--- src/xike_pkg.sv ---
package xike_pkg;

  // Tag layout, stream above channel
  localparam int STREAM_W = 3;
  localparam int CH_W     = 6;
  localparam int TAG_W    = STREAM_W + CH_W;

  // Raw Intan samples and their signed form
  localparam int SAMPLE_W = 16;
  localparam int RAW_W    = SAMPLE_W + 1;

  // Signed filter result carried in the host word
  localparam int MUA_W = 23;

  // One filter history per distinct tag
  localparam int NUM_KEYS = 1 << TAG_W;

  // Queue depths
  localparam int BUNDLE_FIFO_DEPTH = 16;
  localparam int MUA_FIFO_DEPTH    = 16;

  typedef logic [TAG_W-1:0] tag_t;

  typedef logic signed [RAW_W-1:0] raw_t;

  typedef logic signed [MUA_W-1:0] mua_t;

  // Sample as it leaves the intake FIFO
  typedef struct packed {
    tag_t tag;
    raw_t raw;
  } sample_bundle_t;

  // Word seen by the host, tag in the top 9 bits
  typedef struct packed {
    tag_t tag;
    mua_t value;
  } mua_word_t;

  // Band-pass taps
  localparam int FIR_TAPS = 4;

  // Index 0 weighs the current sample, higher indices older ones
  localparam mua_t FIR_COEFS [FIR_TAPS] = '{
    mua_t'(1),
    mua_t'(1),
    mua_t'(-1),
    mua_t'(-1)
  };

endpackage

--- src/fwft_fifo.sv ---
`timescale 1ns/1ps

module fwft_fifo #(
  parameter type payload_t = logic [7:0],
  parameter int  DEPTH     = 4
) (
  input  logic     bus_clk,
  input  logic     rst_n,
  input  logic     wr_en,
  input  payload_t wr_data,
  input  logic     rd_en,
  output payload_t rd_data,
  output logic     full,
  output logic     empty
);

  localparam int AW = (DEPTH > 1) ? $clog2(DEPTH) : 1;
  localparam int CW = $clog2(DEPTH + 1);

  payload_t      mem [DEPTH];
  logic [AW-1:0] wr_ptr;
  logic [AW-1:0] rd_ptr;
  logic [CW-1:0] count;
  logic          do_wr;
  logic          do_rd;

  assign do_wr = wr_en && !full;
  assign do_rd = rd_en && !empty;

  assign full  = (count == CW'(DEPTH));
  assign empty = (count == '0);

  // Head word is always visible
  assign rd_data = mem[rd_ptr];

  always_ff @(posedge bus_clk) begin
    if (do_wr) begin
      mem[wr_ptr] <= wr_data;
    end
  end

  always_ff @(posedge bus_clk or negedge rst_n) begin
    if (!rst_n) begin
      wr_ptr <= '0;
      rd_ptr <= '0;
      count  <= '0;
    end else begin
      if (do_wr) begin
        wr_ptr <= (wr_ptr == AW'(DEPTH - 1)) ? '0 : wr_ptr + AW'(1);
      end
      if (do_rd) begin
        rd_ptr <= (rd_ptr == AW'(DEPTH - 1)) ? '0 : rd_ptr + AW'(1);
      end
      case ({do_wr, do_rd})
        2'b10:   count <= count + CW'(1);
        2'b01:   count <= count - CW'(1);
        default: count <= count;
      endcase
    end
  end

  a_no_write_when_full: assert property (
    @(posedge bus_clk) disable iff (!rst_n) !(wr_en && full)
  ) else $error("fwft_fifo written while full");

  a_no_read_when_empty: assert property (
    @(posedge bus_clk) disable iff (!rst_n) !(rd_en && empty)
  ) else $error("fwft_fifo read while empty");

endmodule

--- src/mua_readout.sv ---
`timescale 1ns/1ps

module mua_readout import xike_pkg::*; (
  input  logic      bus_clk,
  input  logic      rst_n,
  input  logic      mua_valid,
  output logic      mua_ready,
  input  tag_t      mua_tag,
  input  mua_t      mua_value,
  input  logic      mua_rden,
  output mua_word_t mua_data,
  output logic      mua_empty
);

  mua_word_t host_word;
  logic      fifo_full;

  assign host_word.tag   = mua_tag;
  assign host_word.value = mua_value;

  // Ready drops only while the host queue is full
  assign mua_ready = !fifo_full;

  fwft_fifo #(
    .payload_t (mua_word_t),
    .DEPTH     (MUA_FIFO_DEPTH)
  ) u_host_fifo (
    .bus_clk (bus_clk),
    .rst_n   (rst_n),
    .wr_en   (mua_valid && mua_ready),
    .wr_data (host_word),
    .rd_en   (mua_rden),
    .rd_data (mua_data),
    .full    (fifo_full),
    .empty   (mua_empty)
  );

  a_host_read_empty: assert property (
    @(posedge bus_clk) disable iff (!rst_n) mua_rden |-> !mua_empty
  ) else $error("host read the MUA queue while empty");

endmodule

--- config.mk ---
export PLATFORM = sky130hd
export DESIGN_NAME = mua_readout
export DESIGN_NICKNAME = d
export VERILOG_FILES = /design/src/xike_pkg.sv /design/src/fwft_fifo.sv /design/src/mua_readout.sv
export SDC_FILE = /design/constraint.sdc
export NUM_CORES = 1
export LEC_CHECK = 0
export ABC_CLOCK_PERIOD_IN_PS = 7600
export BUFFER_PORTS_ARGS = -buffer_cell sky130_fd_sc_hd__buf_2
export CAP_MARGIN = 20
export CORE_UTILIZATION = 65
export CTS_CLUSTER_DIAMETER = 40
export DETAILED_ROUTE_END_ITERATION = 10
export GPL_TIMING_DRIVEN = 0
export PLACE_DENSITY = 0.92
export SYNTH_ARGS = -nofsm -noshare
export SYNTH_HDL_FRONTEND = slang
export SYNTH_HIERARCHICAL = 1
export SYNTH_SLANG_ARGS = --single-unit
--- constraint.sdc ---
create_clock -name bus_clk -period 7.6 [get_ports bus_clk]
set_clock_uncertainty 0.1 [all_clocks]
set_input_delay 1.52 -clock bus_clk [delete_from_list [all_inputs] [get_ports bus_clk]]
set_output_delay 1.52 -clock bus_clk [all_outputs]
set_load 0.05 [all_outputs]
# Word-level counts from Yosys, hierarchy flattened
# Memory sizes are Yosys's and may differ from the RTL's.
# Index checks and enable logic that the tools add are counted.
# Widths: inputs -> output; s select.
# classes
addsub,4
shift,0
n_lt_le_gt_ge,0
n_div,0
n_mul,0
reduce_logical,7
n_eq_ne,5
bitwise,0
n_mux,5
# ops
op,count
$pmux 5 s2,1
$add 4x1->4 const B,2
$eq 4x4->1 const B,2
$mux 4,2
$add 5x1->5 const B,1
$eq 5x5->1 const B,1
$logic_not 5->1,1
$sub 5x1->5 const B,1
$logic_and 1x1->1,3
$eq 2x1->1 const B,1
$eq 2x2->1 const B,1
$logic_not 1->1,2
$mux 1,2
$reduce_bool 2->1,1
# word_totals
regBits,13
mem_count,1
latch_bits,0
romBits,0
in_bits,36
out_inout_bits,34
elab_cells,25
mem_bits_rw,512
# mem_list
memory,words,width,read_ports,rd_ports_with_merged_regs,wr,line,source
u_host_fifo.mem,16,32,1,0,1,fwft_fifo.sv:20,payload_t mem [DEPTH];

# Depth between registers and ports, before layout
# Gate-level depths: netlist of the first run.
# logic_depth
depth_word,6
mapped_depth,12
ltp_nobuf,11

# Hierarchy
# The synthesis of the first run kept the hierarchy.
# by_module_without_submodules
module,seq_area_each_um2,area_each_um2,cells_per_inst,n_inst
fwft_fifo,15700.1,19982.9,890,1
mua_readout,0.0,10.0,2,1

# Worst setup path before layout of the first run
# No wires, ideal clock.
# synth_path
path_type,input -> register
startpoint,input mua_valid
endpoint,memory u_host_fifo/mem[0][0] (netlist bit) (enable)
setup_ns,0.461
cell_stages,5
t_arrival_ns,4.347
n_path_buf,1
slack_ns,2.692
required_time_ns,7.039
path_cell_list,nor2b_1 > a21boi_0 > buf_2 > nand2_1 > nor3_1
# synth_via
elab_chain_cells,4
# synth_rtl
item,line,source
"start, declared",mua_readout.sv:6,"input logic mua_valid,"
$logic_and 1x1->1,mua_readout.sv:30,".wr_en (mua_valid && mua_ready),"
$logic_and 1x1->1,fwft_fifo.sv:27,assign do_wr = wr_en && !full;
$mux 1,fwft_fifo.sv:37,if (do_wr) begin
$mux 1 (implied by the code),fwft_fifo.sv:38,mem[wr_ptr] <= wr_data;
"end, declared",fwft_fifo.sv:20,
# No other way between the ends.

==> run summary, run 1 <==
Status -> complete, no violations
Chip Height -> 177 um
Synth-to-Final Area Change -> 15.7%
Max cap viols -> 0
Post_cts resized -> 0
Die X -> 177 um
Fmax -> 209 MHz
RSZ-0062 raised after global routing -> no
Crit start category -> register
Core area -> 30000 sq um
Crit path max fanout -> 10
Remaining antenna violation count -> 0
Share of cells above drive strength 1 -> 32.0%
Vias -> 10600
Post-Syn Instances -> 892
CTS Sinks -> 525
Setup ws final -> 2.81 ns
Clock latency at the later pin of the worst-skew pair -> 0.59 ns
Total gr overflow -> 0
DRC violations left -> 0
Flops & latches, synth -> 525
Vias in the first global route -> 11000
Initial antenna violation count -> 2
Max IR drop VDD -> 0.272 mV
Unique masters post-synth -> 37
Crit Path Class -> register to output port
Setup_tns -> 0 ns
Worst Path Required -> 5.98 ns
Final setup fails -> 0
Register area share after synthesis -> 78.5%
Final min period -> 4.79 ns
Routed wire length -> 50.7 mm
Reg clk slew, reported paths -> 0.07 ns
Kind of end point of the critical path -> output port
Syn Area/Cell -> 22.4 sq um
Hold path start -> u_host_fifo/count[2]
CTS tree -> yes
Syn. warnings -> 6
Vias per std cell -> 7.20
Htree depth -> 2
NumNets Final -> 1089
Netlist Area Pre-Place -> 20000 sq um
Placer Congestion -> 0.726
I/O pin cnt -> 70
HPWL after detailed placement -> 29.6 mm
Final Hold Viols -> 0
Root buf cell -> clkbuf_16
Tightest Pin Transition -> 1.06 ns
Full die area -> 31500 sq um
CTS buffer count -> 54
Postcts setup bufs -> 0
Max clock buf depth -> 3
Total track usage -> 33.3%
Largest net degree at the start of global routing -> 27
Reg2reg end -> u_host_fifo/mem[2][11]
Type of the tightest min-delay check -> register to register
IO buf count -> 69
Final Max Tran Viols -> 0
Cells on worst reg2reg path -> 10
Row cnt -> 63
Worst Hold End -> u_host_fifo/count[2]
Worst hold slack -> 0.515 ns
Initial Util -> 66.7%
DRT iter0 DRCs -> 1580
Drt first pass iters -> 5
# hold bufs at CTS -> 0
Final period util -> 63.0%
Global-route wire length before repair -> 72.5 mm
WHS Path Cells -> 2
Register-to-register setup slack -> 3.99 ns
Pre-CTS setup slack -> 3.31 ns
Slew HR -> 28.8%
RR Startpoint -> u_host_fifo/count[0]
Syn Nets -> 938
Leakage -> 7.46 nW
Worst Path Arrival -> 3.17 ns
Pwr dens -> 409 nW/um^2
Drt wl/cell -> 34.3 um
[layout make-up]
cell class	count	area, sq um
Timing Repair Buffer	95	811
Buffer	49	293
Fill cell	1381	6820
Clock inverter	37	348
Clock buffer	62	1380
Sequential cell	525	15700
Antenna cell	1	2.50
Tap cell	390	488
Inverter	7	26.3
Multi-Input combinational cell	311	4080
[worst max-delay path, cell delays in order, from the launching register on]
cell	delay, ns
dfrtp_1	0.40
buf_2	0.17
buf_4	0.21
nand2_1	0.30
clkbuf_1	0.64
o22ai_1	0.25
nor2_1	0.29
buf_2	0.32
[routing by layer]
metal / up-vias / part of all wire [%] / GRT usage [%]
met3: 186 / 11 / 6.49
met5: - / 0.026 / 0
met1: 5420 / 33 / 42.4
met4: 2 / 4.6 / 14.4
met2: 958 / 51 / 56.6
li1: 4074 / - / -
[state kept, by name (all words and copies together) (netlist names)]
name	cells
u_host_fifo/count	5
u_host_fifo/mem	512
u_host_fifo/rd_ptr	4
u_host_fifo/wr_ptr	4
[metrics by stage]
step / std cells / total power [mW] / instance area [sq um] / utilization, %
after floorplan: 892 / 5.83 / 20000 / -
after global placement: 1351 / 6.56 / 20800 / 69.5
after detailed placement: 1377 / 6.82 / 21400 / 71.4
after CTS: 1476 / 9.44 / 23100 / 77.2
after global routing: 1476 / 9.69 / 23100 / 77.2
final: 1477 / 9.47 / 23100 / 77.2
[cell families after synthesis]
family | count (synthesis) | share of synthesized area, %
AOI/OAI and AO/OA | 83 | 2.67
xor gates and xnor gates | 5 | 0.219
adders and majority gates | 10 | 0.663
buffers and inverters | 56 | 1.60
DFF | 525 | 78.5
muxes | 129 | 14.5
and+or+nand+nor | 84 | 1.85
[worst max-delay path by stage]
stage,from,depth (start not counted),slack [ns],to
after floorplan,mua_valid,5,2.69,u_host_fifo/mem[0][0]
after global placement,mua_valid,6,0.41,u_host_fifo/mem[2][13]
after detailed placement,mua_valid,9,3.31,u_host_fifo/mem[2][15]
after CTS,u_host_fifo/rd_ptr[0],7,2.90,mua_data[17]
after global routing,u_host_fifo/rd_ptr[0],7,2.78,mua_data[17]
final,u_host_fifo/rd_ptr[0],7,2.81,mua_data[30]
[synth_stat cells]
cell	instances	area share, %
edfxtp_1	512	77
clkbuf_1	16	0.30
o311ai_0	1	0.044
a22o_1	1	0.044
o22ai_1	64	2.0
nand3_1	3	0.075
ha_1	9	0.56
nand4b_1	1	0.044
buf_6	2	0.11
a311oi_1	1	0.044
nand2_1	16	0.30
o31ai_1	1	0.038
buf_4	6	0.23
buf_12	3	0.30
dfrtp_1	13	1.6
nor3b_1	1	0.038
or2_2	1	0.031
nor2b_1	1	0.031
nand2b_1	5	0.16
a21o_1	4	0.15
a21oi_1	2	0.050
or4_4	1	0.056
and2_1	1	0.031
nor4_1	2	0.063
mux2_2	1	0.056
buf_1	4	0.075
mux4_2	128	14
fa_1	1	0.10
a21boi_0	1	0.038
xnor2_1	5	0.22
buf_2	18	0.45
nor3_1	6	0.15
nor2_1	45	0.84
or3_1	1	0.031
o21ai_0	7	0.18
o21ai_4	1	0.081
inv_1	7	0.13
[report_power, final]
group          total, mW  internal (mW)  switching (mW)
combinational       3.30           1.13            2.17
clock               2.58           1.46            1.12
sequential          3.59           3.48           0.113
total               9.47           6.07            3.40
[cells in the final DEF (no fill, tap or decap), types with 3 or more instances in the layout]
cell type	Yosys	final
nor3_2	0	4
nor2_1	45	33
clkinv_1	0	15
a21o_1	4	4
buf_16	0	8
buf_4	6	7
buf_2	18	87
nand3_1	3	3
clkbuf_1	16	24
nand2b_1	5	5
buf_8	0	3
inv_1	7	7
clkinv_2	0	5
buf_1	4	4
clkinv_4	0	4
nand2_1	16	16
nor2_4	0	12
o21ai_0	7	7
bufinv_16	0	4
o22ai_1	64	64
dfrtp_1	13	13
clkbuf_16	0	54
edfxtp_1	512	512
xnor2_1	5	5
ha_1	9	9
buf_12	3	7
mux4_2	128	128
buf_6	2	12
Power figures use the tool's default switching activity.
==> run 2: changes to the inputs <==
- ABC_CLOCK_PERIOD_IN_PS: 7600 -> 4600
- CORE_UTILIZATION: 65 -> 61
- PLACE_DENSITY: 0.92 -> 0.88
- clock period: 7.6 -> 4.6 ns (I/O delays scaled with it)
==> run summary, run 2 (same netlist as run 1, synthesis figures left out) <==
# hold bufs at CTS -> 0 (unchanged)
Final period util -> 89.3%
DP Area -> 21400 sq um (about the same)
Buf/Inv on CP -> 4 (unchanged)
Slew HR -> 29.8% (was 28.8%)
Chip Height -> 183 um (was 177 um)
IO buf count -> 69 (unchanged)
Slowest CP cell -> clkbuf_1 (unchanged)
Initial Util -> 62.7% (was 66.7%)
Routed wire length -> 47.5 mm (was 50.7 mm)
Post_cts resized -> 0 (unchanged)
Top flop regs -> u_host_fifo/mem (512), u_host_fifo/count (5) (unchanged)
CP peak stage delay -> 0.62 ns (was 0.64 ns)
Routing usage on met2 -> 48.4% (was 56.6%)
Die X -> 183 um (was 177 um)
Total gr overflow -> 0 (unchanged)
CTS buffer count -> 55 (was 54)
Fmax -> 243 MHz
Largest net degree at the start of global routing -> 22 (was 27)
Status -> complete, no violations (unchanged)
Total track usage -> 29.4% (was 33.3%)
Root buf cell -> clkbuf_16 (unchanged)
CTS tree -> yes (unchanged)
Met3 Use GR -> 5.04% (was 6.49%)
Drt first pass iters -> 5 (unchanged)
Final Max Tran Viols -> 0 (unchanged)
NumNets Final -> 1088 (was 1089)
Final min period -> 4.11 ns
Vias per std cell -> 6.83 (was 7.20)
Placer Congestion -> 0.756 (was 0.726)
Crit path max fanout -> 10 (unchanged)
Row cnt -> 65 (was 63)
Cells after DPL -> 1420 (was 1377)
Postcts setup bufs -> 0 (unchanged)
Non-Filler Instances -> 1519 (was 1477)
Met1 GRT Util -> 39.2% (was 42.4%)
DRC violations left -> 0 (unchanged)
GR peak layer -> met2 (unchanged)
Drt wl/cell -> 31.3 um (was 34.3 um)
Leakage -> 7.44 nW (was 7.46 nW)
Max clock buf depth -> 3 (unchanged)
RSZ-0062 raised after global routing -> no (unchanged)
Most common cell after layout, fill and taps aside -> edfxtp_1 (unchanged)
Vias in the first global route -> 10700 (was 11000)
Post-route cell area -> 23200 sq um (was 23100 sq um)
Vias -> 10400 (was 10600)
CTS Sinks -> 525 (unchanged)
Pwr dens -> 671 nW/um^2 (was 409 nW/um^2)
Clock latency at the later pin of the worst-skew pair -> 0.58 ns (was 0.59 ns)
Final setup fails -> 0 (unchanged)
HPWL after detailed placement -> 27.3 mm (was 29.6 mm)
Remaining antenna violation count -> 0 (unchanged)
Most frequent cells in the layout -> 512 x edfxtp_1, 128 x mux4_2, 87 x buf_2 (unchanged)
Reg with most FFs -> u_host_fifo/mem (unchanged)
Reg clk slew, reported paths -> 0.06 ns (was 0.07 ns)
Worst path cell trace -> buf_2 > buf_4 > nand2b_1 > clkbuf_1 > o22ai_1 > nor2_1 > buf_2 (was buf_2 > buf_4 > nand2_1 > clkbuf_1 > o22ai_1 > nor2_1 > buf_2)
Synth-to-Final Area Change -> 15.9% (was 15.7%)
Initial antenna violation count -> 1 (was 2)
Final Hold Viols -> 0 (unchanged)
DRT iter0 DRCs -> 1305 (was 1580)
Worst Path Required -> 3.58 ns (was 5.98 ns)
Worst Path Arrival -> 3.09 ns (was 3.17 ns)
Share of cells above drive strength 1 -> 32.2% (was 32.0%)
Crit start category -> register (unchanged)
Max FFs per register -> 512 (unchanged)
Global-route wire length before repair -> 68.9 mm (was 72.5 mm)
Type of the tightest min-delay check -> input port to async pin (was register to register)
Full die area -> 33500 sq um (was 31500 sq um)
Tightest Pin Transition -> 1.05 ns (was 1.06 ns)
Kind of end point of the critical path -> output port (unchanged)
Worst path most repeated cell -> buf_2 (unchanged)
Max cap viols -> 0 (unchanged)
Largest delay share family, worst path -> buffers and inverters (unchanged)
Core area -> 31900 sq um (was 30000 sq um)
Max IR drop VDD -> 0.551 mV (was 0.272 mV)
I/O pin cnt -> 70 (unchanged)
Htree depth -> 2 (unchanged)
Crit Path Class -> register to output port (unchanged)
## run 2: worst register-to-register path, stage by stage, from the launching register on
cell,delay [ns]
dfrtp_1,0.46
or4_4,0.57
o21ai_4,0.29
inv_1,0.22
ha_1,0.36
fa_1,0.45
a21oi_1,0.30
o21ai_0,0.22
o311ai_0,0.54
## run 2: through the flow
| step | power (mW) | utilization [%] | hold slack (ns) | setup TNS [ns] | worst slack [ns] |
|---|---|---|---|---|---|
| floorplan | 9.63 | - | 0.401 | 0 | 0.292 |
| global placement | 10.8 | 65.5 | 0.430 | -362.06 | -2.02 |
| detailed placement | 11.2 | 67.2 | 0.463 | 0 | 0.902 |
| CTS | 15.6 | 72.7 | 0.135 | 0 | 0.507 |
| global route | 16.0 | 72.7 | 0.145 | 0 | 0.409 |
| finish | 15.6 | 72.7 | 0.149 | 0 | 0.491 |
## run 2: report_power, final
| group | switching [mW] | internal [mW] |
|---|---|---|
| registers | 0.170 | 5.74 |
| logic | 3.49 | 1.86 |
| clock network | 1.83 | 2.47 |
| total | 5.49 | 10.1 |
## run 2: worst paths after layout
path                                              end                  start  cells after the start  slack [ns]
worst max-delay path                     mua_data[17]  u_host_fifo/rd_ptr[0]                      7        0.49
worst min-delay path             u_host_fifo/count[1]                  rst_n                      1        0.15
worst max register to register   u_host_fifo/count[4]   u_host_fifo/count[0]                      8        0.94
worst min register to register   u_host_fifo/count[2]   u_host_fifo/count[2]                      2        0.48
max in group asynchronous       u_host_fifo/rd_ptr[2]                  rst_n                      1        3.98
min in group bus_clk             u_host_fifo/count[2]   u_host_fifo/count[2]                      2        0.48
## run 2: area by class of cell
cell class	instances	area (sq um)
Antenna cell	1	2.50
Buffer	49	293
Clock buffer	62	1420
Clock inverter	36	335
Fill cell	1700	8710
Inverter	7	26.3
Multi-Input combinational cell	311	4080
Sequential cell	525	15700
Tap cell	435	544
Timing Repair Buffer	93	766
## run 2: routing by layer
metal / wire, um / part of all wire (%)
met1: 16900 / 36
met5: 0 / 0
met2: 24300 / 51
met4: 1890 / 4.0
met3: 4450 / 9.4
