<file path="src/xike_pkg.sv">
package xike_pkg;

  // Tag layout, stream above channel
  localparam int STREAM_W = 3;
  localparam int CH_W     = 6;
  localparam int TAG_W    = STREAM_W + CH_W;

  // Raw Intan samples and their signed form
  localparam int SAMPLE_W = 16;
  localparam int RAW_W    = SAMPLE_W + 1;

  // Signed filter result carried in the host word
  localparam int MUA_W = 23;

  // One filter history per distinct tag
  localparam int NUM_KEYS = 1 << TAG_W;

  // Queue depths
  localparam int BUNDLE_FIFO_DEPTH = 16;
  localparam int MUA_FIFO_DEPTH    = 16;

  typedef logic [TAG_W-1:0] tag_t;

  typedef logic signed [RAW_W-1:0] raw_t;

  typedef logic signed [MUA_W-1:0] mua_t;

  // Sample as it leaves the intake FIFO
  typedef struct packed {
    tag_t tag;
    raw_t raw;
  } sample_bundle_t;

  // Word seen by the host, tag in the top 9 bits
  typedef struct packed {
    tag_t tag;
    mua_t value;
  } mua_word_t;

  // Band-pass taps
  localparam int FIR_TAPS = 4;

  // Index 0 weighs the current sample, higher indices older ones
  localparam mua_t FIR_COEFS [FIR_TAPS] = '{
    mua_t'(1),
    mua_t'(1),
    mua_t'(-1),
    mua_t'(-1)
  };

endpackage

</file>
<file path="src/fwft_fifo.sv">
`timescale 1ns/1ps

module fwft_fifo #(
  parameter type payload_t = logic [7:0],
  parameter int  DEPTH     = 4
) (
  input  logic     bus_clk,
  input  logic     rst_n,
  input  logic     wr_en,
  input  payload_t wr_data,
  input  logic     rd_en,
  output payload_t rd_data,
  output logic     full,
  output logic     empty
);

  localparam int AW = (DEPTH > 1) ? $clog2(DEPTH) : 1;
  localparam int CW = $clog2(DEPTH + 1);

  payload_t      mem [DEPTH];
  logic [AW-1:0] wr_ptr;
  logic [AW-1:0] rd_ptr;
  logic [CW-1:0] count;
  logic          do_wr;
  logic          do_rd;

  assign do_wr = wr_en && !full;
  assign do_rd = rd_en && !empty;

  assign full  = (count == CW'(DEPTH));
  assign empty = (count == '0);

  // Head word is always visible
  assign rd_data = mem[rd_ptr];

  always_ff @(posedge bus_clk) begin
    if (do_wr) begin
      mem[wr_ptr] <= wr_data;
    end
  end

  always_ff @(posedge bus_clk or negedge rst_n) begin
    if (!rst_n) begin
      wr_ptr <= '0;
      rd_ptr <= '0;
      count  <= '0;
    end else begin
      if (do_wr) begin
        wr_ptr <= (wr_ptr == AW'(DEPTH - 1)) ? '0 : wr_ptr + AW'(1);
      end
      if (do_rd) begin
        rd_ptr <= (rd_ptr == AW'(DEPTH - 1)) ? '0 : rd_ptr + AW'(1);
      end
      case ({do_wr, do_rd})
        2'b10:   count <= count + CW'(1);
        2'b01:   count <= count - CW'(1);
        default: count <= count;
      endcase
    end
  end

  a_no_write_when_full: assert property (
    @(posedge bus_clk) disable iff (!rst_n) !(wr_en && full)
  ) else $error("fwft_fifo written while full");

  a_no_read_when_empty: assert property (
    @(posedge bus_clk) disable iff (!rst_n) !(rd_en && empty)
  ) else $error("fwft_fifo read while empty");

endmodule

</file>
<file path="src/sample_intake.sv">
`timescale 1ns/1ps

module sample_intake import xike_pkg::*; (
  input  logic                bus_clk,
  input  logic                rst_n,
  input  logic                sample_wen,
  input  logic [STREAM_W-1:0] sample_stream,
  input  logic [CH_W-1:0]     sample_ch,
  input  logic [SAMPLE_W-1:0] sample_data,
  output logic                bundle_valid,
  input  logic                bundle_ready,
  output sample_bundle_t      bundle,
  output logic                fifo_overflow
);

  sample_bundle_t new_bundle;
  logic           fifo_full;
  logic           fifo_empty;

  // Unsigned Intan data becomes a non-negative 17-bit signed value
  assign new_bundle.tag = {sample_stream, sample_ch};
  assign new_bundle.raw = raw_t'({1'b0, sample_data});

  assign bundle_valid = !fifo_empty;

  fwft_fifo #(
    .payload_t (sample_bundle_t),
    .DEPTH     (BUNDLE_FIFO_DEPTH)
  ) u_bundle_fifo (
    .bus_clk (bus_clk),
    .rst_n   (rst_n),
    .wr_en   (sample_wen && !fifo_full),
    .wr_data (new_bundle),
    .rd_en   (bundle_valid && bundle_ready),
    .rd_data (bundle),
    .full    (fifo_full),
    .empty   (fifo_empty)
  );

  // Sticky until reset
  always_ff @(posedge bus_clk or negedge rst_n) begin
    if (!rst_n) begin
      fifo_overflow <= 1'b0;
    end else if (sample_wen && fifo_full) begin
      fifo_overflow <= 1'b1;
    end
  end

  // Filter may stall, the offered bundle must not change under it
  a_bundle_held: assert property (
    @(posedge bus_clk) disable iff (!rst_n)
    bundle_valid && !bundle_ready |=> bundle_valid && $stable(bundle)
  ) else $error("bundle changed before transfer");

endmodule

</file>
<file path="config.mk">
export PLATFORM = sky130hd
export DESIGN_NAME = sample_intake
export DESIGN_NICKNAME = d
export VERILOG_FILES = /design/src/xike_pkg.sv /design/src/fwft_fifo.sv /design/src/sample_intake.sv
export SDC_FILE = /design/constraint.sdc
export NUM_CORES = 1
export LEC_CHECK = 0
export ABC_AREA = 1
export BUFFER_PORTS_ARGS = -buffer_cell sky130_fd_sc_hd__buf_2
export CORE_MARGIN = 2
export CORE_UTILIZATION = 65
export CTS_CLUSTER_SIZE = 28
export DETAILED_ROUTE_END_ITERATION = 10
export PLACE_DENSITY_LB_ADDON = 0.08
export SYNTH_ARGS = -nofsm -noshare
export SYNTH_HDL_FRONTEND = slang
export SYNTH_SLANG_ARGS = --single-unit
</file>
<file path="constraint.sdc">
create_clock -name bus_clk -period 7.3 [get_ports bus_clk]
set_input_delay 0.73 -clock bus_clk [delete_from_list [all_inputs] [get_ports bus_clk]]
set_output_delay 0.73 -clock bus_clk [all_outputs]
set_load 0.02 [all_outputs]
</file>
# Word level (Yosys, flattened, before mapping)
# Memories as Yosys holds them, arrays and structs flattened.
# Index checks and enable logic that the tools add are counted.
# word_totals
reg_bits,14
mem_bits_rw,400
input_bits,29
out_inout_bits,28
wordCells,28
memories,1
# mem_list
memory,words,word_bits,rd,rd_ports_with_merged_regs,write_ports,line_no,source
u_bundle_fifo.mem,16,25,1,0,1,fwft_fifo.sv:20,payload_t mem [DEPTH];
# classes
n_addsub,4
eq_ne,5
mux,5
n_reduce_logical,9
# ops
cell,count
one-hot mux 5 bit (2 select lines),1
adder 4 x 1 -> 4 bit (second input constant),2
== test 4 bit (second input constant),2
two-way mux 4 bit,2
adder 5 x 1 -> 5 bit (second input constant),1
== test 5 bit (second input constant),1
logical AND 1 bit,5
zero test 5 bit,1
subtractor 5 x 1 -> 5 bit (second input constant),1
== test 2 x 1 -> 1 bit (second input constant),1
== test 2 bit (second input constant),1
zero test 1 bit,2
two-way mux 1 bit,2
nonzero test 2 bit,1

# Longest topological paths before layout
# Gate-level depths: netlist of run 1.
# depth
word_depth,6
mapped_depth,16
depth_no_buf,16

# Modules after synthesis
# Synthesis of run 1 repeated with hierarchy kept, for this count alone.
# unflattened
cells_unflattened,1910
hier_area_um2,18968.2
# modules_own_cells
module,instances,cells_each,area_each_um2,seq_area_each_um2
fwft_fifo,1,1900,18906.9,12817.3
sample_intake,1,10,61.3,25.0

# Worst setup path before layout of run 1
# No wires, ideal clock.
# synth_path
path_type,in2reg
startpoint,in sample_wen
endpoint,mem u_bundle_fifo.mem[0][0] in the netlist's numbering (enable)
setup_time_ps,407
t_arrival_ps,2190
t_required_ps,6893
slack_ps,4703
cell_stages,4
n_path_buf,0
path_cell_list,nand2_1 -> inv_1 -> nand2_1 -> nor2_1
# synth_between
elab_chain_len,4
# synth_rtl
element,line_no,source
from (decl),sample_intake.sv:6,"input logic sample_wen,"
logical AND 1 bit,sample_intake.sv:32,".wr_en (sample_wen && !fifo_full),"
logical AND 1 bit,fwft_fifo.sv:27,assign do_wr = wr_en && !full;
two-way mux 1 bit,fwft_fifo.sv:37,if (do_wr) begin
two-way mux 1 bit (not written as such),fwft_fifo.sv:38,mem[wr_ptr] <= wr_data;
to (decl),fwft_fifo.sv:20,
# Every way passes these cells.

==> metrics.log, run 1 <==
INFO  metric htreeDepth = 2
INFO  metric cts_num_sinks = 414
INFO  metric crit_fanout = slightly above 100
INFO  metric dpl.cell_count = roughly 1.7k
INFO  metric pin_count_of_the_biggest_net_entering_global_routing = 105
INFO  metric final.period_utilization = 60.4%
INFO  metric number_of_setup_violations_in_the_final_report = 0
INFO  metric synth.avg_cell_area = 12.3 um2
INFO  metric postCtsHoldBufs = 0
INFO  metric finalNetCount = approximately 1.4k
INFO  metric place_ws = 3.49 ns
INFO  metric num_rows = 58
INFO  metric globalRouteTotalUtil = ~29%
INFO  metric maxSlewViolCount = 0
INFO  metric max_freq = 227 MHz
INFO  metric drt-vias-per-instance = roughly 6
INFO  metric routed_wl = 37500 um
INFO  metric ys.warnings.count = 0
INFO  metric finClkSkew = 0.0136 ns
INFO  metric end_kind = primary output
INFO  metric grt_pass1_vias = 9999
INFO  metric p_leak = 6.49 nW
INFO  metric max_slew_margin = between 20% and 30%
INFO  metric finalWorstPathRequiredPeriod = 4.41 ns
INFO  metric post_cts.repair.setup_buffers = 0
INFO  metric rr_worst_depth = 6
INFO  metric most-common-layout-cells = 400 x sky130_fd_sc_hd__edfxtp_1, 321 x sky130_fd_sc_hd__nand2_1, 131 x sky130_fd_sc_hd__nor2_1
INFO  metric power.ir.vdd_worst = between 0.2 and 0.3 mV
INFO  metric hold_wc_path_type = in2async
INFO  metric final_std_cells_w_o_fill = 1741
INFO  metric crit_top_cell = sky130_fd_sc_hd__nand2_1
INFO  metric syn_inst = 1352
INFO  metric die_width = 164 um
INFO  metric design.die.area = 0.0270 mm2
INFO  metric worst_setup_hold_path_clk_slew = 0.06 ns
INFO  metric chipHeight = 164 um
INFO  metric post_cts_resized = 0
INFO  metric clock_tree.root_cell = sky130_fd_sc_hd__clkbuf_16
INFO  metric num_antenna_cells = 0
INFO  metric growth_of_design_area_from_synthesis_to_finish = 10.2%
INFO  metric drive_above_1_share = a little under 10%
INFO  metric power_density = slightly above 400 mW/mm2
INFO  metric max_cap_violations = 0
INFO  metric dp.final_hpwl = 17900 um
INFO  metric grt_antenna_before_repair = 0
INFO  metric outcome = complete, no violations
INFO  metric tns = 0 ns
INFO  metric buffer_ports.inserted = 55
INFO  metric clock_latency = 0.54 ns
INFO  metric rr_startpoint = u_bundle_fifo.count[0]$_DFFE_PN0P_
INFO  metric max-clock-path-buffers = 3
INFO  metric critical-path-slowest-cell = sky130_fd_sc_hd__buf_4
INFO  metric antenna_viol_nets_final = 0
INFO  metric first_pass_grt_wire_length = 56500 um
INFO  metric start_util = 66.2%
INFO  metric synth-seq-cells = 414
INFO  metric worst-endpoint-arrival = 3.68 ns
INFO  metric syn_area = 0.0167 mm2
INFO  metric initialDrtViolationCount = around 1.3k
INFO  metric cts_tree = done
INFO  metric timing.rr.end = u_bundle_fifo.mem[5][7]$_DFFE_PP_
INFO  metric num_vias = 10.5k
INFO  metric hold_viol_final = 0
INFO  metric synth.yosys.seq_area_share = 74.1%
INFO  metric ff2ff_setup_slack = 4.63 ns
INFO  metric detail_route.wl_per_cell = roughly 22 um
INFO  metric most_common_library_cell_in_the_layout_ignoring_fill_and_taps = sky130_fd_sc_hd__edfxtp_1
INFO  metric grt_setup_unrepaired = no
INFO  metric number_of_distinct_library_cells_after_synthesis = 26
INFO  metric drc = 0
INFO  metric cp_cell_sequence = inv_4 > buf_4 > nand2_1 > nand3_1 > nand2_1 > a21oi_1 > nand2_1 > nand2_1 > buf_2
INFO  metric worst_ep_required_time = 6.57 ns
INFO  metric cp_slowest_stage_delay = around 0.83 ns
INFO  metric dr.pass1.iters = 5
INFO  metric grt.overflow.total = 0
INFO  metric gpl.final_weighted_congestion = 0.797
INFO  metric fp.coreArea = ~0.025 mm2
INFO  metric worst-setup-path-type = reg2out
INFO  metric mappedNetlistNets = around 1.4k
INFO  metric setup_ws = between 2 and 3 ns
INFO  metric critical_path.startpoint_type = flop
INFO  metric io_pins = 57
INFO  metric max_slew.worst_pin.slew = 1.18 ns
INFO  metric numCtsBuffers = 40
-- Yosys cell counts --
| cell | n | area share, % |
|---|---|---|
| sky130_fd_sc_hd__edfxtp_1 | 400 | 72 |
| sky130_fd_sc_hd__inv_2 | 3 | 0.067 |
| sky130_fd_sc_hd__nor2_1 | 147 | 3.3 |
| sky130_fd_sc_hd__a21oi_1 | 109 | 3.3 |
| sky130_fd_sc_hd__dfrtp_1 | 14 | 2.1 |
| sky130_fd_sc_hd__nor2_2 | 1 | 0.038 |
| sky130_fd_sc_hd__clkbuf_1 | 25 | 0.56 |
| sky130_fd_sc_hd__o21ai_0 | 83 | 2.5 |
| sky130_fd_sc_hd__nand4_1 | 3 | 0.11 |
| sky130_fd_sc_hd__clkinv_1 | 1 | 0.022 |
| sky130_fd_sc_hd__buf_6 | 6 | 0.40 |
| sky130_fd_sc_hd__xor2_1 | 3 | 0.16 |
| sky130_fd_sc_hd__xnor2_1 | 1 | 0.053 |
| sky130_fd_sc_hd__nand2_1 | 322 | 7.2 |
| sky130_fd_sc_hd__ha_1 | 9 | 0.68 |
| sky130_fd_sc_hd__buf_2 | 28 | 0.84 |
| sky130_fd_sc_hd__buf_1 | 2 | 0.045 |
| sky130_fd_sc_hd__o211ai_1 | 50 | 2.3 |
| sky130_fd_sc_hd__buf_4 | 14 | 0.63 |
| sky130_fd_sc_hd__inv_1 | 40 | 0.90 |
| sky130_fd_sc_hd__conb_1 | 1 | 0.022 |
| sky130_fd_sc_hd__o21bai_1 | 2 | 0.090 |
| sky130_fd_sc_hd__buf_8 | 1 | 0.090 |
| sky130_fd_sc_hd__nand3_1 | 61 | 1.8 |
| sky130_fd_sc_hd__nand3b_1 | 1 | 0.045 |
| sky130_fd_sc_hd__o21ai_1 | 25 | 0.75 |
-- metal layers --
metal | routed length [um] | GRT usage, %
met4 | 1030 | 9.41
met2 | 18300 | 46.9
met1 | 15000 | 39.7
met3 | 3130 | 4.42
met5 | 0 | 0
-- critical path: cells and delay by family, from the launching register on --
| kind | cells | cell delay, ns |
|---|---|---|
| buffers and inverters | 3 | 1.81 |
| and+or+nand+nor | 5 | 0.47 |
| DFF | 1 | 0.66 |
| AOI/OAI and AO/OA | 1 | 0.15 |
-- kinds of logic (layout without fill, tap and decap cells) --
| family | count (synthesis) | count (layout) | synth area share [%] |
|---|---|---|---|
| other | 1 | 1 | 0.0225 |
| adder cells (fa/ha/maj) | 9 | 9 | 0.675 |
| AO/OA/AOI/OAI | 269 | 269 | 8.85 |
| flip-flops | 414 | 414 | 74.1 |
| AND/OR/NAND/NOR | 535 | 535 | 12.6 |
| XOR/XNOR | 4 | 4 | 0.210 |
| buffers and inverters | 120 | 179 | 3.56 |
-- sequential cells by signal, indices dropped and copies added, names as in the netlist --
register,count
u_bundle_fifo.mem,400
u_bundle_fifo.count,5
u_bundle_fifo.rd_ptr,4
fifo_overflow,1
u_bundle_fifo.wr_ptr,4
-- layout make-up --
| class | count | area, um2 |
|---|---|---|
| inverter | 44 | 168 |
| sequential | 414 | 12400 |
| multi-input combinational | 818 | 3850 |
| clock buffer | 52 | 1070 |
| fill | 1666 | 6800 |
| timing repair buffer | 64 | 343 |
| clock inverter | 19 | 175 |
| tap | 330 | 413 |
-- stage by stage --
| stage | hold WS [ns] | area, um2 | power [W] | utilization [%] |
|---|---|---|---|---|
| 3_5_place_dp | 0.460 | 17100 | 0.00554 | 68.1 |
| 6_report | 0.100 | 18400 | 0.00749 | 73.0 |
| 2_1_floorplan | 0.434 | 16700 | 0.00480 | - |
| 5_1_grt | 0.116 | 18400 | 0.00789 | 73.0 |
| 3_3_place_gp | 0.454 | 17100 | 0.00548 | 68.1 |
| 4_1_cts | 0.0930 | 18400 | 0.00750 | 73.0 |
-- report_power, final --
group | internal (W) | switching (W) | total [W]
sequential | 0.00287 | 0.000148 | 0.00302
clock | 0.00114 | 0.000837 | 0.00198
combinational | 0.000692 | 0.00180 | 0.00250
total | 0.00470 | 0.00279 | 0.00749
-- how the worst max path moves through the flow --
stage,start,to,slack (ns),cells after the start
after floorplan,sample_wen,u_bundle_fifo.mem[0][0]$_DFFE_PP_,4.70,4
after global placement,u_bundle_fifo.rd_ptr[0]$_DFFE_PN0P_,bundle[1],3.55,7
after detailed placement,u_bundle_fifo.rd_ptr[0]$_DFFE_PN0P_,bundle[1],3.49,9
after CTS,u_bundle_fifo.rd_ptr[0]$_DFFE_PN0P_,bundle[1],2.92,9
after global routing,u_bundle_fifo.rd_ptr[0]$_DFFE_PN0P_,bundle[1],2.68,7
final,u_bundle_fifo.rd_ptr[0]$_DFFE_PN0P_,bundle[1],2.89,9
Note: power is estimated with default switching activity, not from simulation.
==> run 2: changes to the inputs <==
CORE_UTILIZATION = 56   (was 65)
clock period = 4 ns   (was 7.3 ns; I/O delays follow)
==> run 2 against run 1 <==
  * Sequential share of layout area fell by 1.1 points
  * Critical path depth down 1
  * Flip-flop and latch count unchanged
  * Die area increased by 16%
  * Hold slack better by 0.026 ns
  * Clock skew down 0.0059 ns
  * Non-clock buffer count rose by 16
  * Combinational power up 86%
  * Largest power group unchanged
==> metrics.log, run 2 (synthesis gave the netlist of run 1 again) <==
INFO  metric outcome = complete, no violations
INFO  metric grt_antenna_before_repair = 0 (unchanged)
INFO  metric num_rows = 63 (+8.6%)
INFO  metric final_area = 0.0187 mm2 (+1.7%)
INFO  metric antenna_viol_nets_final = 0 (unchanged)
INFO  metric rr_startpoint = u_bundle_fifo.count[1]$_DFFE_PN0P_
INFO  metric drt-vias-per-instance = 5.68 (-5.8%)
INFO  metric crit_fanout = 43 (-57%)
INFO  metric hp-start = sample_wen
INFO  metric max_slew.worst_pin.slew = 1.15 ns (-0.0320 ns)
INFO  metric grt_setup_unrepaired = no
INFO  metric most-common-layout-cells = 400 x sky130_fd_sc_hd__edfxtp_1, 321 x sky130_fd_sc_hd__nand2_1, 131 x sky130_fd_sc_hd__nor2_1
INFO  metric power.ir.vdd_worst = 0.513 mV (+76%)
INFO  metric layout_top_registers = u_bundle_fifo.mem (400), u_bundle_fifo.count (5)
INFO  metric placed_cell_area = 0.0174 mm2 (+1.4%)
INFO  metric post_cts_resized = 0 (unchanged)
INFO  metric share_clk_of_total_power = 27.0% (+0.6 points)
INFO  metric die_width = 177 um (+7.5%)
INFO  metric post_cts.repair.setup_buffers = 0 (unchanged)
INFO  metric cp_cell_sequence = nor2_4 > buf_4 > nand2_1 > a21oi_1 > nor2_1 > nand2_1 > nand2_1 > buf_2
INFO  metric hold_wc_path_type = in2reg
INFO  metric critical-path-slowest-cell = sky130_fd_sc_hd__dfrtp_2
INFO  metric comb_power_share = 33.7% (+0.4 points)
INFO  metric max_slew_margin = 23.5% (+2.1 points)
INFO  metric dr.pass1.iters = 5 (unchanged)
INFO  metric finClkSkew = 0.00774 ns (-0.00588 ns)
INFO  metric drive_above_1_share = 11.0% (+1.3 points)
INFO  metric htreeDepth = 2 (unchanged)
INFO  metric finalNetCount = 1438 (+1.3%)
INFO  metric chipHeight = 177 um (+7.5%)
INFO  metric setup_ws = 0.783 ns (-2.11 ns)
INFO  metric fp.coreArea = 0.0295 mm2 (+17%)
INFO  metric maxSlewViolCount = 0 (unchanged)
INFO  metric worst_setup_hold_path_clk_slew = 0.06 ns (about the same)
INFO  metric finalWorstPathRequiredPeriod = 3.22 ns
INFO  metric crit_top_cell = sky130_fd_sc_hd__nand2_1
INFO  metric critical_path.startpoint_type = flop
INFO  metric clock_latency = 0.53 ns (about the same)
INFO  metric pin_count_of_the_biggest_net_entering_global_routing = 221 (+110%)
INFO  metric power.net_switching = 0.00510 W (+83%)
INFO  metric dp.final_hpwl = 19700 um (+9.9%)
INFO  metric worst-setup-path-type = reg2out
INFO  metric postCtsHoldBufs = 1 (+1)
INFO  metric cell_depth_of_the_worst_setup_path = 8 (-1)
INFO  metric rr_worst_depth = 7 (+1)
INFO  metric max_flop_register = u_bundle_fifo.mem
INFO  metric ff2ff_setup_slack = 1.34 ns (-3.29 ns)
INFO  metric grt.overflow.total = 0 (unchanged)
INFO  metric max-clock-path-buffers = 3 (unchanged)
INFO  metric place_ws = 1.29 ns (-2.20 ns)
INFO  metric max_cap_violations = 0 (unchanged)
INFO  metric timing.rr.end = u_bundle_fifo.mem[8][24]$_DFFE_PP_
INFO  metric max_freq = between 300 and 400 MHz
INFO  metric p_leak = 6.64 nW (+2.2%)
INFO  metric cp_slowest_stage_delay = 0.72 ns (-0.11 ns)
INFO  metric drc = 0 (unchanged)
INFO  metric numCtsBuffers = 42 (+5.0%)
INFO  metric routed_wl = 38200 um (+1.9%)
INFO  metric detail_route.wl_per_cell = 20.9 um (-2.7%)
INFO  metric clock_tree.root_cell = sky130_fd_sc_hd__clkbuf_16
INFO  metric final.period_utilization = 80.4%
INFO  metric setup.worst_path.start = u_bundle_fifo.rd_ptr[1]$_DFFE_PN0P_
INFO  metric design.die.area = 0.0312 mm2 (+16%)
INFO  metric cts_num_sinks = 414 (unchanged)
INFO  metric end_kind = primary output
INFO  metric buffer_ports.inserted = 55 (unchanged)
INFO  metric cp_top_family = flip-flops
INFO  metric internal-power = 0.00874 W (+86%)
INFO  metric fin_worst_hold_slack = 0.126 ns (+0.0263 ns)
INFO  metric worst_ep_required_time = 3.60 ns (-2.97 ns)
INFO  metric start_util = 56.6% (-9.7 points)
INFO  metric grt_pass1_vias = 9888 (-1.1%)
INFO  metric critical_path.n_buffers_inverters = 2 (-1)
INFO  metric most_common_library_cell_in_the_layout_ignoring_fill_and_taps = sky130_fd_sc_hd__edfxtp_1
INFO  metric timing.critical_path.to = bundle[0]
INFO  metric hold_viol_final = 0 (unchanged)
INFO  metric num_vias = 10.4k (-1.4%)
INFO  metric gpl.final_weighted_congestion = 0.743 (-6.8%)
INFO  metric largest_reg_flops = 400 (unchanged)
INFO  metric growth_of_design_area_from_synthesis_to_finish = 12.1%
INFO  metric number_of_setup_violations_in_the_final_report = 0 (unchanged)
INFO  metric worst-endpoint-arrival = 2.82 ns (-0.86 ns)
INFO  metric share_of_total_power_consumed_by_net_switching = 36.8% (-0.41 points)
INFO  metric first_pass_grt_wire_length = 58600 um (+3.7%)
INFO  metric tns = 0 ns (unchanged)
INFO  metric initialDrtViolationCount = 1125 (-16%)
INFO  metric io_pins = 57 (unchanged)
INFO  metric p_seq_share = 39.4% (-0.9 points)
INFO  metric cts_tree = done
INFO  metric globalRouteTotalUtil = 25.0% (-3.5 points)
INFO  metric power_density = 740 mW/mm2 (+82%)
## run 2: power groups by stage
stage	clock (W)	sequential (W)	combinational, W
floorplan	0	0.00544	0.00332
global placement	0	0.00552	0.00462
detailed placement	0	0.00553	0.00467
CTS	0.00378	0.00545	0.00470
global route	0.00396	0.00549	0.00520
finish	0.00373	0.00545	0.00466
## run 2: layout make-up
type	instances	area (um2)
flip-flops and latches	414	12400
inverters	44	168
diodes	1	2.50
clock buffers	54	1160
repair buffers	80	515
clock inverters	21	146
well taps	390	488
fillers	2282	10800
multi-input cells	818	3850
## run 2: worst min-delay path by stage
stage / depth (start not counted) / to / slack, ns
after floorplan: 0 / fifo_overflow$_DFFE_PN0P_ / 0.10
after global placement: 1 / u_bundle_fifo.count[4]$_DFFE_PN0P_ / 0.34
after detailed placement: 1 / u_bundle_fifo.count[4]$_DFFE_PN0P_ / 0.34
after CTS: 3 / fifo_overflow$_DFFE_PN0P_ / 0.11
after global routing: 3 / fifo_overflow$_DFFE_PN0P_ / 0.12
final: 3 / fifo_overflow$_DFFE_PN0P_ / 0.13
## run 2: worst register-to-register path, cell delays in order, from the launching register on
cell and delay (ns):
sky130_fd_sc_hd__dfrtp_1 0.40, sky130_fd_sc_hd__inv_1 0.08, sky130_fd_sc_hd__nand4_1 0.13, sky130_fd_sc_hd__nand2_1 0.21, sky130_fd_sc_hd__inv_1 0.22, sky130_fd_sc_hd__nand2_1 0.26, sky130_fd_sc_hd__nor2_4 0.76, sky130_fd_sc_hd__buf_4 0.31
## run 2: through the flow
step / utilization, % / std cells / total power [W]
3_5_place_dp: 59.0 / 1745 / 0.0102
6_report: 63.4 / 1822 / 0.0138
5_1_grt: 63.4 / 1821 / 0.0146
4_1_cts: 63.4 / 1821 / 0.0139
2_1_floorplan: - / 1352 / 0.00876
3_3_place_gp: 59.0 / 1745 / 0.0101
## run 2: layer usage
metal	global-route usage, %	routed length (um)	vias to the layer above
met5	0	0	-
met4	5.72	630	0
met3	3.62	2300	44
met2	39.4	17900	301
met1	37.5	17300	5115
li1	-	-	4891
